**config.mk**
```make
export PLATFORM = sky130hd
export DESIGN_NAME = alu_pipe
export DESIGN_NICKNAME = d
export VERILOG_FILES = /design/src/hw/alu_ops_pkg.sv /design/src/hw/pipe_pkg.sv /design/src/hw/issue_stage.sv /design/src/hw/arith_unit.sv /design/src/hw/logic_shift_unit.sv /design/src/hw/mult_unit.sv /design/src/hw/hilo_regs.sv /design/src/hw/exec_stage.sv /design/src/hw/alu_pipe.sv
export SDC_FILE = /design/constraint.sdc
export NUM_CORES = 2
export LEC_CHECK = 0
export ABC_AREA = 1
export BUFFER_PORTS_ARGS = -buffer_cell sky130_fd_sc_hd__buf_2
export CORE_AREA = 2 2 344 380
export CTS_CLUSTER_DIAMETER = 60
export DETAILED_ROUTE_END_ITERATION = 16
export DIE_AREA = 0 0 346 382
export GPL_ROUTABILITY_DRIVEN = 0
export HOLD_SLACK_MARGIN = 0.12
export PLACE_DENSITY = 0.59
export SETUP_SLACK_MARGIN = 0.15
export SYNTH_ARGS = -nofsm -noshare
export SYNTH_HDL_FRONTEND = slang
export SYNTH_HIERARCHICAL = 1
export SYNTH_SLANG_ARGS = --single-unit
```
**constraint.sdc**
```tcl
create_clock -name clk -period 26.4 [get_ports clk]
set_clock_uncertainty 0.2 [all_clocks]
set_input_delay 1.32 -clock clk [delete_from_list [all_inputs] [get_ports clk]]
set_output_delay 1.32 -clock clk [all_outputs]
set_load 0.02 [all_outputs]
```
**src/hw/alu_ops_pkg.sv**
```systemverilog
package alu_ops_pkg;

    localparam int WORD_W  = 32;
    localparam int SHAMT_W = 5;

    typedef logic [WORD_W-1:0]   word_t;
    typedef logic [2*WORD_W-1:0] dword_t;    // Full product, or the HI/LO pair
    typedef logic [4:0]          reg_addr_t;

    typedef enum logic [4:0] {
        op_or    = 5'd0,
        op_and   = 5'd1,
        op_nor   = 5'd2,
        op_xor   = 5'd3,
        op_sll   = 5'd4,
        op_srl   = 5'd5,
        op_sra   = 5'd6,
        op_add   = 5'd7,     // Traps on signed overflow by cancelling the write
        op_addu  = 5'd8,
        op_sub   = 5'd9,     // Same overflow rule as op_add
        op_subu  = 5'd10,
        op_slt   = 5'd11,
        op_sltu  = 5'd12,
        op_clz   = 5'd13,
        op_clo   = 5'd14,
        op_movz  = 5'd15,
        op_movn  = 5'd16,
        op_mfhi  = 5'd17,
        op_mflo  = 5'd18,
        op_mthi  = 5'd19,
        op_mtlo  = 5'd20,
        op_mul   = 5'd21,    // Low word of the signed product goes to a register
        op_mult  = 5'd22,
        op_multu = 5'd23
    } alu_op_e;

    // Which unit result reaches the register write port
    typedef enum logic [1:0] {
        logic_shift,
        arith,
        move,
        mult
    } unit_sel_e;

endpackage

```
**src/hw/pipe_pkg.sv**
```systemverilog
package pipe_pkg;

    // One operation as it enters the pipeline and waits in the issue stage
    typedef struct packed {
        alu_ops_pkg::alu_op_e   op;
        alu_ops_pkg::word_t     operand_a;    // rs, also the shift amount source
        alu_ops_pkg::word_t     operand_b;    // rt, also the shifted value
        alu_ops_pkg::reg_addr_t dest;
        logic                   write_req;    // Decoder asks for a register write
    } alu_req_t;

    // Register file write-back packet leaving the pipeline
    typedef struct packed {
        alu_ops_pkg::reg_addr_t dest;
        logic                   write_enable;
        alu_ops_pkg::word_t     data;
    } gpr_write_t;

endpackage

```
**src/hw/issue_stage.sv**
```systemverilog
`timescale 1ns/1ps

module issue_stage (
    input  logic               clk,
    input  logic               reset,

    input  logic               in_valid,
    output logic               in_ready,
    input  pipe_pkg::alu_req_t in_req,

    output logic               iss_valid,
    input  logic               iss_ready,
    output pipe_pkg::alu_req_t iss_req
);

    logic accept;

    // Room when the slot is empty or its item moves on this cycle
    assign in_ready = !iss_valid || iss_ready;
    assign accept   = in_valid && in_ready;

    always_ff @(posedge clk) begin
        if (reset) begin
            iss_valid <= 1'b0;
        end else if (in_ready) begin
            iss_valid <= in_valid;      // Refill or empty once the old item has gone
        end
    end

    always_ff @(posedge clk) begin
        if (accept) begin
            iss_req <= in_req;          // Held stable while exec_stage stalls
        end
    end

endmodule

```
**src/hw/arith_unit.sv**
```systemverilog
`timescale 1ns/1ps

module arith_unit (
    input  alu_ops_pkg::alu_op_e op,
    input  alu_ops_pkg::word_t   operand_a,
    input  alu_ops_pkg::word_t   operand_b,
    output alu_ops_pkg::word_t   result,
    output logic                 overflow
);

    logic               subtract;
    alu_ops_pkg::word_t addend;
    alu_ops_pkg::word_t sum;
    logic               slt_bit;
    logic               sltu_bit;
    alu_ops_pkg::word_t count_src;
    logic [5:0]         lead_count;

    assign subtract = (op == alu_ops_pkg::op_sub) || (op == alu_ops_pkg::op_subu)
                   || (op == alu_ops_pkg::op_slt);

    // Subtraction adds the inverted operand with a carry in of one
    assign addend = subtract ? ~operand_b : operand_b;
    assign sum    = operand_a + addend + alu_ops_pkg::word_t'(subtract);

    // Signed overflow when both adder inputs agree in sign and the sum does not
    assign overflow = (operand_a[alu_ops_pkg::WORD_W-1] == addend[alu_ops_pkg::WORD_W-1])
                   && (sum[alu_ops_pkg::WORD_W-1] != operand_a[alu_ops_pkg::WORD_W-1]);

    assign slt_bit  = sum[alu_ops_pkg::WORD_W-1] ^ overflow;   // True sign of a - b
    assign sltu_bit = operand_a < operand_b;

    // CLO counts leading zeros of the inverted operand
    assign count_src = (op == alu_ops_pkg::op_clo) ? ~operand_a : operand_a;

    always_comb begin
        logic found;
        found      = 1'b0;
        lead_count = 6'(alu_ops_pkg::WORD_W);   // All zeros gives the full width
        for (int i = alu_ops_pkg::WORD_W - 1; i >= 0; i--) begin
            if (!found && count_src[i]) begin
                lead_count = 6'(alu_ops_pkg::WORD_W - 1 - i);
                found      = 1'b1;
            end
        end
    end

    always_comb begin
        case (op)
            alu_ops_pkg::op_add,
            alu_ops_pkg::op_addu,
            alu_ops_pkg::op_sub,
            alu_ops_pkg::op_subu: begin
                result = sum;
            end
            alu_ops_pkg::op_slt: begin
                result = alu_ops_pkg::word_t'(slt_bit);
            end
            alu_ops_pkg::op_sltu: begin
                result = alu_ops_pkg::word_t'(sltu_bit);
            end
            alu_ops_pkg::op_clz,
            alu_ops_pkg::op_clo: begin
                result = alu_ops_pkg::word_t'(lead_count);
            end
            default: begin
                result = '0;
            end
        endcase
    end

endmodule

```
**src/hw/logic_shift_unit.sv**
```systemverilog
`timescale 1ns/1ps

module logic_shift_unit (
    input  alu_ops_pkg::alu_op_e op,
    input  alu_ops_pkg::word_t   operand_a,
    input  alu_ops_pkg::word_t   operand_b,
    output alu_ops_pkg::word_t   result
);

    logic [alu_ops_pkg::SHAMT_W-1:0] shamt;

    assign shamt = operand_a[alu_ops_pkg::SHAMT_W-1:0];    // Only the low five bits count

    always_comb begin
        case (op)
            alu_ops_pkg::op_or: begin
                result = operand_a | operand_b;
            end
            alu_ops_pkg::op_and: begin
                result = operand_a & operand_b;
            end
            alu_ops_pkg::op_nor: begin
                result = ~(operand_a | operand_b);
            end
            alu_ops_pkg::op_xor: begin
                result = operand_a ^ operand_b;
            end
            alu_ops_pkg::op_sll: begin
                result = operand_b << shamt;
            end
            alu_ops_pkg::op_srl: begin
                result = operand_b >> shamt;
            end
            alu_ops_pkg::op_sra: begin
                // Fill comes from the sign of the shifted value
                result = alu_ops_pkg::word_t'($signed(operand_b) >>> shamt);
            end
            default: begin
                result = '0;
            end
        endcase
    end

endmodule

```
**src/hw/mult_unit.sv**
```systemverilog
`timescale 1ns/1ps

module mult_unit (
    input  alu_ops_pkg::alu_op_e op,
    input  alu_ops_pkg::word_t   operand_a,
    input  alu_ops_pkg::word_t   operand_b,
    output alu_ops_pkg::dword_t  product
);

    localparam int MSB = alu_ops_pkg::WORD_W - 1;

    logic                signed_op;
    logic                negate;
    alu_ops_pkg::word_t  mag_a;
    alu_ops_pkg::word_t  mag_b;
    alu_ops_pkg::dword_t raw_product;

    assign signed_op = (op == alu_ops_pkg::op_mul) || (op == alu_ops_pkg::op_mult);

    // Magnitudes are taken only for signed opcodes, MULTU uses the raw words
    assign mag_a = (signed_op && operand_a[MSB]) ? (~operand_a + 1'b1) : operand_a;
    assign mag_b = (signed_op && operand_b[MSB]) ? (~operand_b + 1'b1) : operand_b;

    assign raw_product = alu_ops_pkg::dword_t'(mag_a) * alu_ops_pkg::dword_t'(mag_b);

    assign negate  = signed_op && (operand_a[MSB] ^ operand_b[MSB]);   // Signs differ
    assign product = negate ? (~raw_product + 1'b1) : raw_product;

endmodule

```
**src/hw/hilo_regs.sv**
```systemverilog
`timescale 1ns/1ps

module hilo_regs (
    input  logic                 clk,
    input  logic                 reset,
    input  logic                 write_strobe,
    input  alu_ops_pkg::alu_op_e op,
    input  alu_ops_pkg::word_t   operand_a,
    input  alu_ops_pkg::dword_t  product,
    output alu_ops_pkg::word_t   hi,
    output alu_ops_pkg::word_t   lo
);

    always_ff @(posedge clk) begin
        if (reset) begin
            hi <= '0;
            lo <= '0;
        end else if (write_strobe) begin
            case (op)
                alu_ops_pkg::op_mult,
                alu_ops_pkg::op_multu: begin
                    {hi, lo} <= product;    // Upper half of the product lands in HI
                end
                alu_ops_pkg::op_mthi: begin
                    hi <= operand_a;        // LO keeps its value
                end
                alu_ops_pkg::op_mtlo: begin
                    lo <= operand_a;
                end
                default: begin
                end
            endcase
        end
    end

endmodule

```
**src/hw/exec_stage.sv**
```systemverilog
`timescale 1ns/1ps

module exec_stage (
    input  logic                 clk,
    input  logic                 reset,

    input  logic                 iss_valid,
    output logic                 iss_ready,
    input  pipe_pkg::alu_req_t   iss_req,

    output logic                 out_valid,
    input  logic                 out_ready,
    output pipe_pkg::gpr_write_t out_result
);

    alu_ops_pkg::unit_sel_e unit_sel;
    alu_ops_pkg::word_t     arith_result;
    alu_ops_pkg::word_t     ls_result;
    alu_ops_pkg::word_t     move_result;
    alu_ops_pkg::dword_t    product;
    alu_ops_pkg::word_t     hi;
    alu_ops_pkg::word_t     lo;
    logic                   overflow;
    logic                   hilo_write_op;
    logic                   iss_xfer;
    pipe_pkg::gpr_write_t   next_result;

    arith_unit arith_unit_i (
        .op        (iss_req.op),
        .operand_a (iss_req.operand_a),
        .operand_b (iss_req.operand_b),
        .result    (arith_result),
        .overflow  (overflow)
    );

    logic_shift_unit logic_shift_unit_i (
        .op        (iss_req.op),
        .operand_a (iss_req.operand_a),
        .operand_b (iss_req.operand_b),
        .result    (ls_result)
    );

    mult_unit mult_unit_i (
        .op        (iss_req.op),
        .operand_a (iss_req.operand_a),
        .operand_b (iss_req.operand_b),
        .product   (product)
    );

    // HI/LO update on the same edge the operation leaves the issue stage
    hilo_regs hilo_regs_i (
        .clk          (clk),
        .reset        (reset),
        .write_strobe (iss_xfer && hilo_write_op),
        .op           (iss_req.op),
        .operand_a    (iss_req.operand_a),
        .product      (product),
        .hi           (hi),
        .lo           (lo)
    );

    assign iss_ready = !out_valid || out_ready;    // Output slot free or draining
    assign iss_xfer  = iss_valid && iss_ready;

    assign hilo_write_op = iss_req.op inside {alu_ops_pkg::op_mult, alu_ops_pkg::op_multu,
                                              alu_ops_pkg::op_mthi, alu_ops_pkg::op_mtlo};

    always_comb begin
        case (iss_req.op)
            alu_ops_pkg::op_or, alu_ops_pkg::op_and, alu_ops_pkg::op_nor, alu_ops_pkg::op_xor,
            alu_ops_pkg::op_sll, alu_ops_pkg::op_srl, alu_ops_pkg::op_sra: begin
                unit_sel = alu_ops_pkg::logic_shift;
            end
            alu_ops_pkg::op_movz, alu_ops_pkg::op_movn, alu_ops_pkg::op_mfhi,
            alu_ops_pkg::op_mflo, alu_ops_pkg::op_mthi, alu_ops_pkg::op_mtlo: begin
                unit_sel = alu_ops_pkg::move;
            end
            alu_ops_pkg::op_mul, alu_ops_pkg::op_mult, alu_ops_pkg::op_multu: begin
                unit_sel = alu_ops_pkg::mult;
            end
            default: begin
                unit_sel = alu_ops_pkg::arith;
            end
        endcase
    end

    always_comb begin
        case (iss_req.op)
            alu_ops_pkg::op_mfhi: move_result = hi;
            alu_ops_pkg::op_mflo: move_result = lo;
            default:              move_result = iss_req.operand_a;   // MOVZ and MOVN pass rs
        endcase
    end

    always_comb begin
        next_result.dest = iss_req.dest;
        case (unit_sel)
            alu_ops_pkg::logic_shift: next_result.data = ls_result;
            alu_ops_pkg::move:        next_result.data = move_result;
            alu_ops_pkg::mult:        next_result.data = product[alu_ops_pkg::WORD_W-1:0];
            default:                  next_result.data = arith_result;
        endcase
        case (iss_req.op)
            alu_ops_pkg::op_add, alu_ops_pkg::op_sub: begin
                next_result.write_enable = iss_req.write_req && !overflow;
            end
            alu_ops_pkg::op_movz: begin
                next_result.write_enable = iss_req.write_req && (iss_req.operand_b == '0);
            end
            alu_ops_pkg::op_movn: begin
                next_result.write_enable = iss_req.write_req && (iss_req.operand_b != '0);
            end
            alu_ops_pkg::op_mult, alu_ops_pkg::op_multu,
            alu_ops_pkg::op_mthi, alu_ops_pkg::op_mtlo: begin
                next_result.write_enable = 1'b0;   // These only touch HI/LO
            end
            default: begin
                next_result.write_enable = iss_req.write_req;
            end
        endcase
    end

    always_ff @(posedge clk) begin
        if (reset) begin
            out_valid <= 1'b0;
        end else if (iss_ready) begin
            out_valid <= iss_valid;
        end
    end

    always_ff @(posedge clk) begin
        if (iss_xfer) begin
            out_result <= next_result;
        end
    end

endmodule

```
**src/hw/alu_pipe.sv**
```systemverilog
`timescale 1ns/1ps

// Two register stages, so a result leaves two edges after its operation is taken in
module alu_pipe (
    input  logic                 clk,
    input  logic                 reset,

    input  logic                 in_valid,
    output logic                 in_ready,
    input  pipe_pkg::alu_req_t   in_req,

    output logic                 out_valid,
    input  logic                 out_ready,
    output pipe_pkg::gpr_write_t out_result
);

    logic               iss_valid;
    logic               iss_ready;
    pipe_pkg::alu_req_t iss_req;

    issue_stage issue_stage_i (
        .clk       (clk),
        .reset     (reset),
        .in_valid  (in_valid),
        .in_ready  (in_ready),
        .in_req    (in_req),
        .iss_valid (iss_valid),
        .iss_ready (iss_ready),
        .iss_req   (iss_req)
    );

    exec_stage exec_stage_i (
        .clk        (clk),
        .reset      (reset),
        .iss_valid  (iss_valid),
        .iss_ready  (iss_ready),    // Back-pressure from the output register
        .iss_req    (iss_req),
        .out_valid  (out_valid),
        .out_ready  (out_ready),
        .out_result (out_result)
    );

endmodule

```
; ---- Yosys cells after proc, flatten, opt, wreduce, memory -nomap -nowiden
; Memories as Yosys holds them, arrays and structs flattened. A register that Yosys moved wholly into a read port is not among the register bits.
; Index checks and enable logic that the tools add are counted.
[word_totals]
input_bits = 79
latch_bits = 0
mem_count = 1
romBits = 64
ramBits = 0
reg_bits = 179
out_inout_bits = 40
elab_cells = 229
[mem_list]
columns = memory, depth, width, rd, rd_ports_with_merged_regs, write_ports, line_no
row1 = (no name shown), 32, 2, 1, 1, 0, exec_stage.sv:69  ; case (iss_req.op)
[classes]
mul = 1
shift = 3
add_sub_neg = 5
n_eq_ne = 27
n_mux = 76
bitwise = 9
n_lt_le_gt_ge = 1
n_reduce_logical = 94
div_mod_pow = 0
[op_table]
columns = operator, count
row1 = $pmux W32 S7, 1
row2 = $mux W6, 32
row3 = $pmux W32 S2, 3
row4 = $mux W32, 4
row5 = $pmux W32 S4, 1
row6 = $not A32 Y32, 3
row7 = $pmux W32 S3, 1
row8 = $add A32 B1 Y32 const B, 2
row9 = $add A64 B1 Y64 const B, 1
row10 = $mul A32 B32 Y64, 1
row11 = $mux W64, 1
row12 = $not A64 Y64, 1
row13 = $logic_and A1 B1 Y1, 41
row14 = $eq A5 B4 Y1 const B, 8
row15 = $eq A5 B5 Y1 const B, 8
row16 = $logic_not A1 Y1, 34
row17 = $add A32 B1 Y32, 1
row18 = $add A32 B32 Y32, 1
row19 = $and A32 B32 Y32, 1
row20 = $logic_not A32 Y1, 1
row21 = $lt A32 B32 Y1, 1
row22 = $or A32 B32 Y32, 1
row23 = $reduce_bool A32 Y1, 1
row24 = $shl A32 B5 Y32, 1
row25 = other kinds (21), 66

; ---- Longest topological paths before layout
[logic_depth]
ltp_word = 98
ltp_mapped = 58
ltp_nobuf = 56

; ---- By module
; Netlist, hierarchy kept.
[by_module_without_submodules]
columns = mod, instances, seq_area_each_um2, cells_each, area_each_um2
row1 = mult_unit, 1, 0.0, 5446, 38888.5
row2 = logic_shift_unit, 1, 0.0, 1106, 5625.4
row3 = arith_unit, 1, 0.0, 614, 3751.1
row4 = hilo_regs, 1, 1281.2, 628, 3553.4
row5 = exec_stage, 1, 1161.1, 477, 3305.7
row6 = issue_stage, 1, 2272.2, 81, 2299.7

; ---- Least setup slack after synthesis
; No wires, ideal clock.
[synth_path]
kind = reg-to-reg
from = reg, netlist name issue_stage_i/iss_req[38]
to = reg exec_stage_i.hilo_regs_i.hi[30]
n_path_buf = 3
t_arrival_ns = 9.114
required_ns = 26.087
setup_ns = 0.113
stages_incl_launch_ff = 51
period_less_slack_ns = 9.426
setup_slack_ns = 16.974
cell_sequence = edfxtp_1 > buf_6 > clkinv_2 > clkbuf_1 > ha_1 > nand2_1 > nor2_1 > inv_1 > nor2_1 > nand2_1 > nor2_1 > nand2_1 > nor4_1 > a21oi_1 > xor2_1 > inv_2 > buf_2 > nor2_1 > [... 15 more ...] > inv_1 > nor2_1 > inv_1 > nor2_1 > nand3_1 > nand4_1 > nand2_1 > nor2_1 > nand2_1 > nand3b_1 > nand2_2 > nand2_1 > nand2_1 > nand2_1 > nand2_1 > nand2_1 > nor2_1 > nor2_1
[synth_between]
elab_chain_cells = 8
[synth_rtl]
columns = element, line_no
row1 = $not A32 Y32, mult_unit.sv:21  ; assign mag_a = (signed_op && operand_a[MSB]) ? (~operand_a + 1'b1) : operand_a;
row2 = $add A32 B1 Y32, mult_unit.sv:21
row3 = $mux W32 (*), mult_unit.sv:21
row4 = $mul A32 B32 Y64 (*), mult_unit.sv:24  ; assign raw_product = alu_ops_pkg::dword_t'(mag_a) * alu_ops_pkg::dword_t'(mag_b);
row5 = $not A64 Y64, mult_unit.sv:27  ; assign product = negate ? (~raw_product + 1'b1) : raw_product;
row6 = $add A64 B1 Y64, mult_unit.sv:27
row7 = $mux W64 (*), mult_unit.sv:27
row8 = via exec_stage_i.product[62], exec_stage.sv:20  ; alu_ops_pkg::dword_t product;
row9 = $pmux W32 S2 (*), hilo_regs.sv:19  ; case (op)
row10 = "end signal, assigned", hilo_regs.sv:22  ; {hi, lo} <= product;
row11 = "end signal, assigned", hilo_regs.sv:25  ; hi <= operand_a;
row12 = "end, declared", hilo_regs.sv:10  ; output alu_ops_pkg::word_t hi,
; The timed path passes the listed nets; every way through them passes the cells marked *.
; A chain may end at the register's enable or synchronous reset.

; ---- Worst setup path in the final report
[layout_path]
from = reg, netlist name issue_stage_i/iss_req[74]
to = reg exec_stage_i.hilo_regs_i.lo[27]
[layout_between]
elab_chain_cells = 9
word_cells_on_any_way = 21
cone_classes = add/sub: 1 / mul: 1 / eq/ne: 5 / mux: 4 / bitwise: 1 / reduce/logical: 9
[layout_rtl]
columns = element, line_no
row1 = $eq A5 B5 Y1, mult_unit.sv:18  ; assign signed_op = (op == alu_ops_pkg::op_mul) || (op == alu_ops_pkg::op_mult);
row2 = $logic_or A1 B1 Y1 (*), mult_unit.sv:18
row3 = $logic_and A1 B1 Y1 (on tied branches), "mult_unit.sv:21, mult_unit.sv:22"
row4 = $mux W32 (on tied branches), "mult_unit.sv:21, mult_unit.sv:22"
row5 = $mul A32 B32 Y64, mult_unit.sv:24
row6 = $not A64 Y64, mult_unit.sv:27
row7 = $add A64 B1 Y64, mult_unit.sv:27
row8 = $mux W64 (*), mult_unit.sv:27
row9 = via exec_stage_i.product[27], exec_stage.sv:20
row10 = $pmux W32 S2 (*), hilo_regs.sv:19
row11 = "end signal, assigned", hilo_regs.sv:22
row12 = "end signal, assigned", hilo_regs.sv:28  ; lo <= operand_a;
row13 = "end, declared", hilo_regs.sv:11  ; output alu_ops_pkg::word_t lo
; Marked as above.

==> impl_metrics.json <==
{
  "r2r_setup_slack_ps": 14900,
  "cts.sinks": 179,
  "start_kind": "flip-flop",
  "synth_compound_area_frac": 0.0389,
  "ys.flop_type": "edfxtp_1",
  "maxSlewHeadroom": 0.151,
  "die_area_um2": 132000,
  "path_clk_slew_ps": 90,
  "setup_slack_ps": 14900,
  "syn2layout_area_growth_pct": 5.17,
  "dp_hpwl_um": 175000,
  "synth.top_cells.by_area": "fa_1 (31%), nand2_1 (14%), inv_1 (11%), ha_1 (8.6%), nor2_1 (6.8%)",
  "cts_root_buf": "clkbuf_16",
  "grt_max_degree": 74,
  "coreArea_um2": 128000,
  "tns_ps": 0,
  "post-route-min-period_ps": 11500,
  "synth.cell_area_um2": 57400,
  "synth_edf_count": 113,
  "endpoint_kind": "flip-flop",
  "fin_hold_ws_ps": 227,
  "wire_per_inst_um": 22.5,
  "grt_overflow_total": 0,
  "worstPathRequired_ps": 26630,
  "ctsHoldBuffers": 0,
  "synth-simple-area-share": 0.310,
  "setup_viol": 0,
  "start_util": 0.448,
  "ant_nets": 0,
  "cts_buffers": 17,
  "wl_um": 225000,
  "synth.most_common_cell": "nand2_1",
  "synth.distinct_cells": 70,
  "grt_pass1_wl_um": 339000,
  "num_vias": 55400,
  "timing.fmax_mhz": 86.9,
  "seq_area_frac_synth": 0.0821,
  "post_cts_buffers": 0,
  "die_h_um": 382,
  "hp-class": "reg2reg",
  "synthArstFlopShare": 0,
  "cp_max_fo": 49,
  "muxShareOfSynthArea": 0.000196,
  "grt_usage": 0.340,
  "synth_top_family_by_area": "adder cells",
  "io_buffers": 118,
  "drt_first_pass_iters": 9,
  "cts_resized": 0,
  "syn_nets": 9722,
  "synth_top_cell_area_share": 0.313,
  "cp_data_arrival_time_ps": 11730,
  "synth_fa_ha_area_frac": 0.399,
  "syn_area_per_cell_um2": 6.88,
  "cp_slowest_cell": "clkinv_1",
  "synth-xor-area-share": 0.0255,
  "die_x_um": 346,
  "path_class": "reg2reg",
  "cp_common_cell": "nand2_1",
  "slew_viol_final": 0,
  "io_pins": 119,
  "dp_slack_ps": 15160,
  "initialDrtViolationCount": 6279,
  "synth_top_area_cell": "fa_1",
  "cts_max_level": 4,
  "cap_viol_max_count": 0,
  "clk_latency_ps": 500,
  "drive_gt1_frac": 0.0657,
  "synthCells": 8352,
  "yosys_warnings": 6,
  "postLayoutCoreUtil": 0.471,
  "period_share": 0.436,
  "final_nets": 9672,
  "yosys_register_bits": 179,
  "viasPerCell": 5.54,
  "tightestPinTransition_ps": 1270,
  "cts_tree": "built",
  "hold_violations": 0,
  "first_global_vias": 54000,
  "clockBufferDepth": 2,
  "antenna_found_initial": 6,
  "status": "finished clean",
  "grt_setup_unrepaired": "no",
  "max_stage_delay_ps": 900,
  "drc": 0,
  "ys_top_cells_by_count": "nand2_1 (2208), inv_1 (1719), nor2_1 (1038)",
  "row_count": 138
}
==> critical path, delay by kind of cell (launching register included) <==
family	cells	cell delay, ps
AOI/OAI and AO/OA	1	220
xor gates and xnor gates	2	710
adders and majority gates	9	4140
buffers and inverters	12	2870
DFF	1	330
and+or+nand+nor	18	2900
==> metal layers <==
layer | track usage | vias up | share of wire
met2 | 0.512 | 3174 | 0.43
met1 | 0.464 | 26700 | 0.40
met3 | 0.0856 | 549 | 0.12
met4 | 0.146 | 6 | 0.052
li1 | - | 24900 | -
met5 | 0 | - | 0.00015
==> layout by cell type, fill, tap and decap left out, drive strengths merged, types with 66 or more instances in the layout <==
cell	instances
a21oi	128
buf	253
dfxtp	66
edfxtp	113
fa	897
ha	394
inv	1777
nand2	2268
nand3	600
nand4	149
nor2	1091
o21ai	199
xor2	100
==> path summary, 6_finish.rpt <==
path                                   from                         endpoint  cells after the start
setup / recovery  issue_stage_i/iss_req[74]  exec_stage_i/hilo_regs_i/lo[27]                     42
hold / removal     issue_stage_i/iss_req[3]      exec_stage_i/out_result[35]                      0
setup reg to reg  issue_stage_i/iss_req[74]  exec_stage_i/hilo_regs_i/lo[27]                     42
hold reg to reg    issue_stage_i/iss_req[3]      exec_stage_i/out_result[35]                      0
==> final cells by class <==
type | count | area (um2)
Inverter | 1786 | 6720
Sequential cell | 179 | 4710
Fill cell | 13200 | 67700
Clock buffer | 17 | 425
Multi-Input combinational cell | 6065 | 44600
Tap cell | 1680 | 2100
Timing Repair Buffer | 253 | 1600
Antenna cell | 5 | 12.5
Clock inverter | 15 | 216
==> registers in the layout (all words and copies together), names as in the netlist <==
| signal | cells |
|---|---|
| exec_stage_i/hilo_regs_i/lo | 32 |
| exec_stage_i/hilo_regs_i/hi | 32 |
| exec_stage_i/out_result | 38 |
| issue_stage_i/iss_valid | 1 |
| exec_stage_i/out_valid | 1 |
| issue_stage_i/iss_req | 75 |
==> logic make-up after synthesis <==
logic type               count (synthesis)
flip-flops                             179
adder cells (fa/ha/maj)               1291
AND/OR/NAND/NOR                       4214
buffers and inverters                 2108
multiplexers                             1
XOR/XNOR                               161
AO/OA/AOI/OAI                          398
==> stage by stage <==
stage	std cells	instance area [um2]
2_1_floorplan	8352	57400
3_3_place_gp	9963	59700
3_5_place_dp	9963	59700
4_1_cts	9995	60400
5_1_grt	9995	60400
6_report	10000	60400
Power is left out: the tool's default activity adds up to more than one toggle a clock period on the data nets, which glitch-free logic cannot reach.
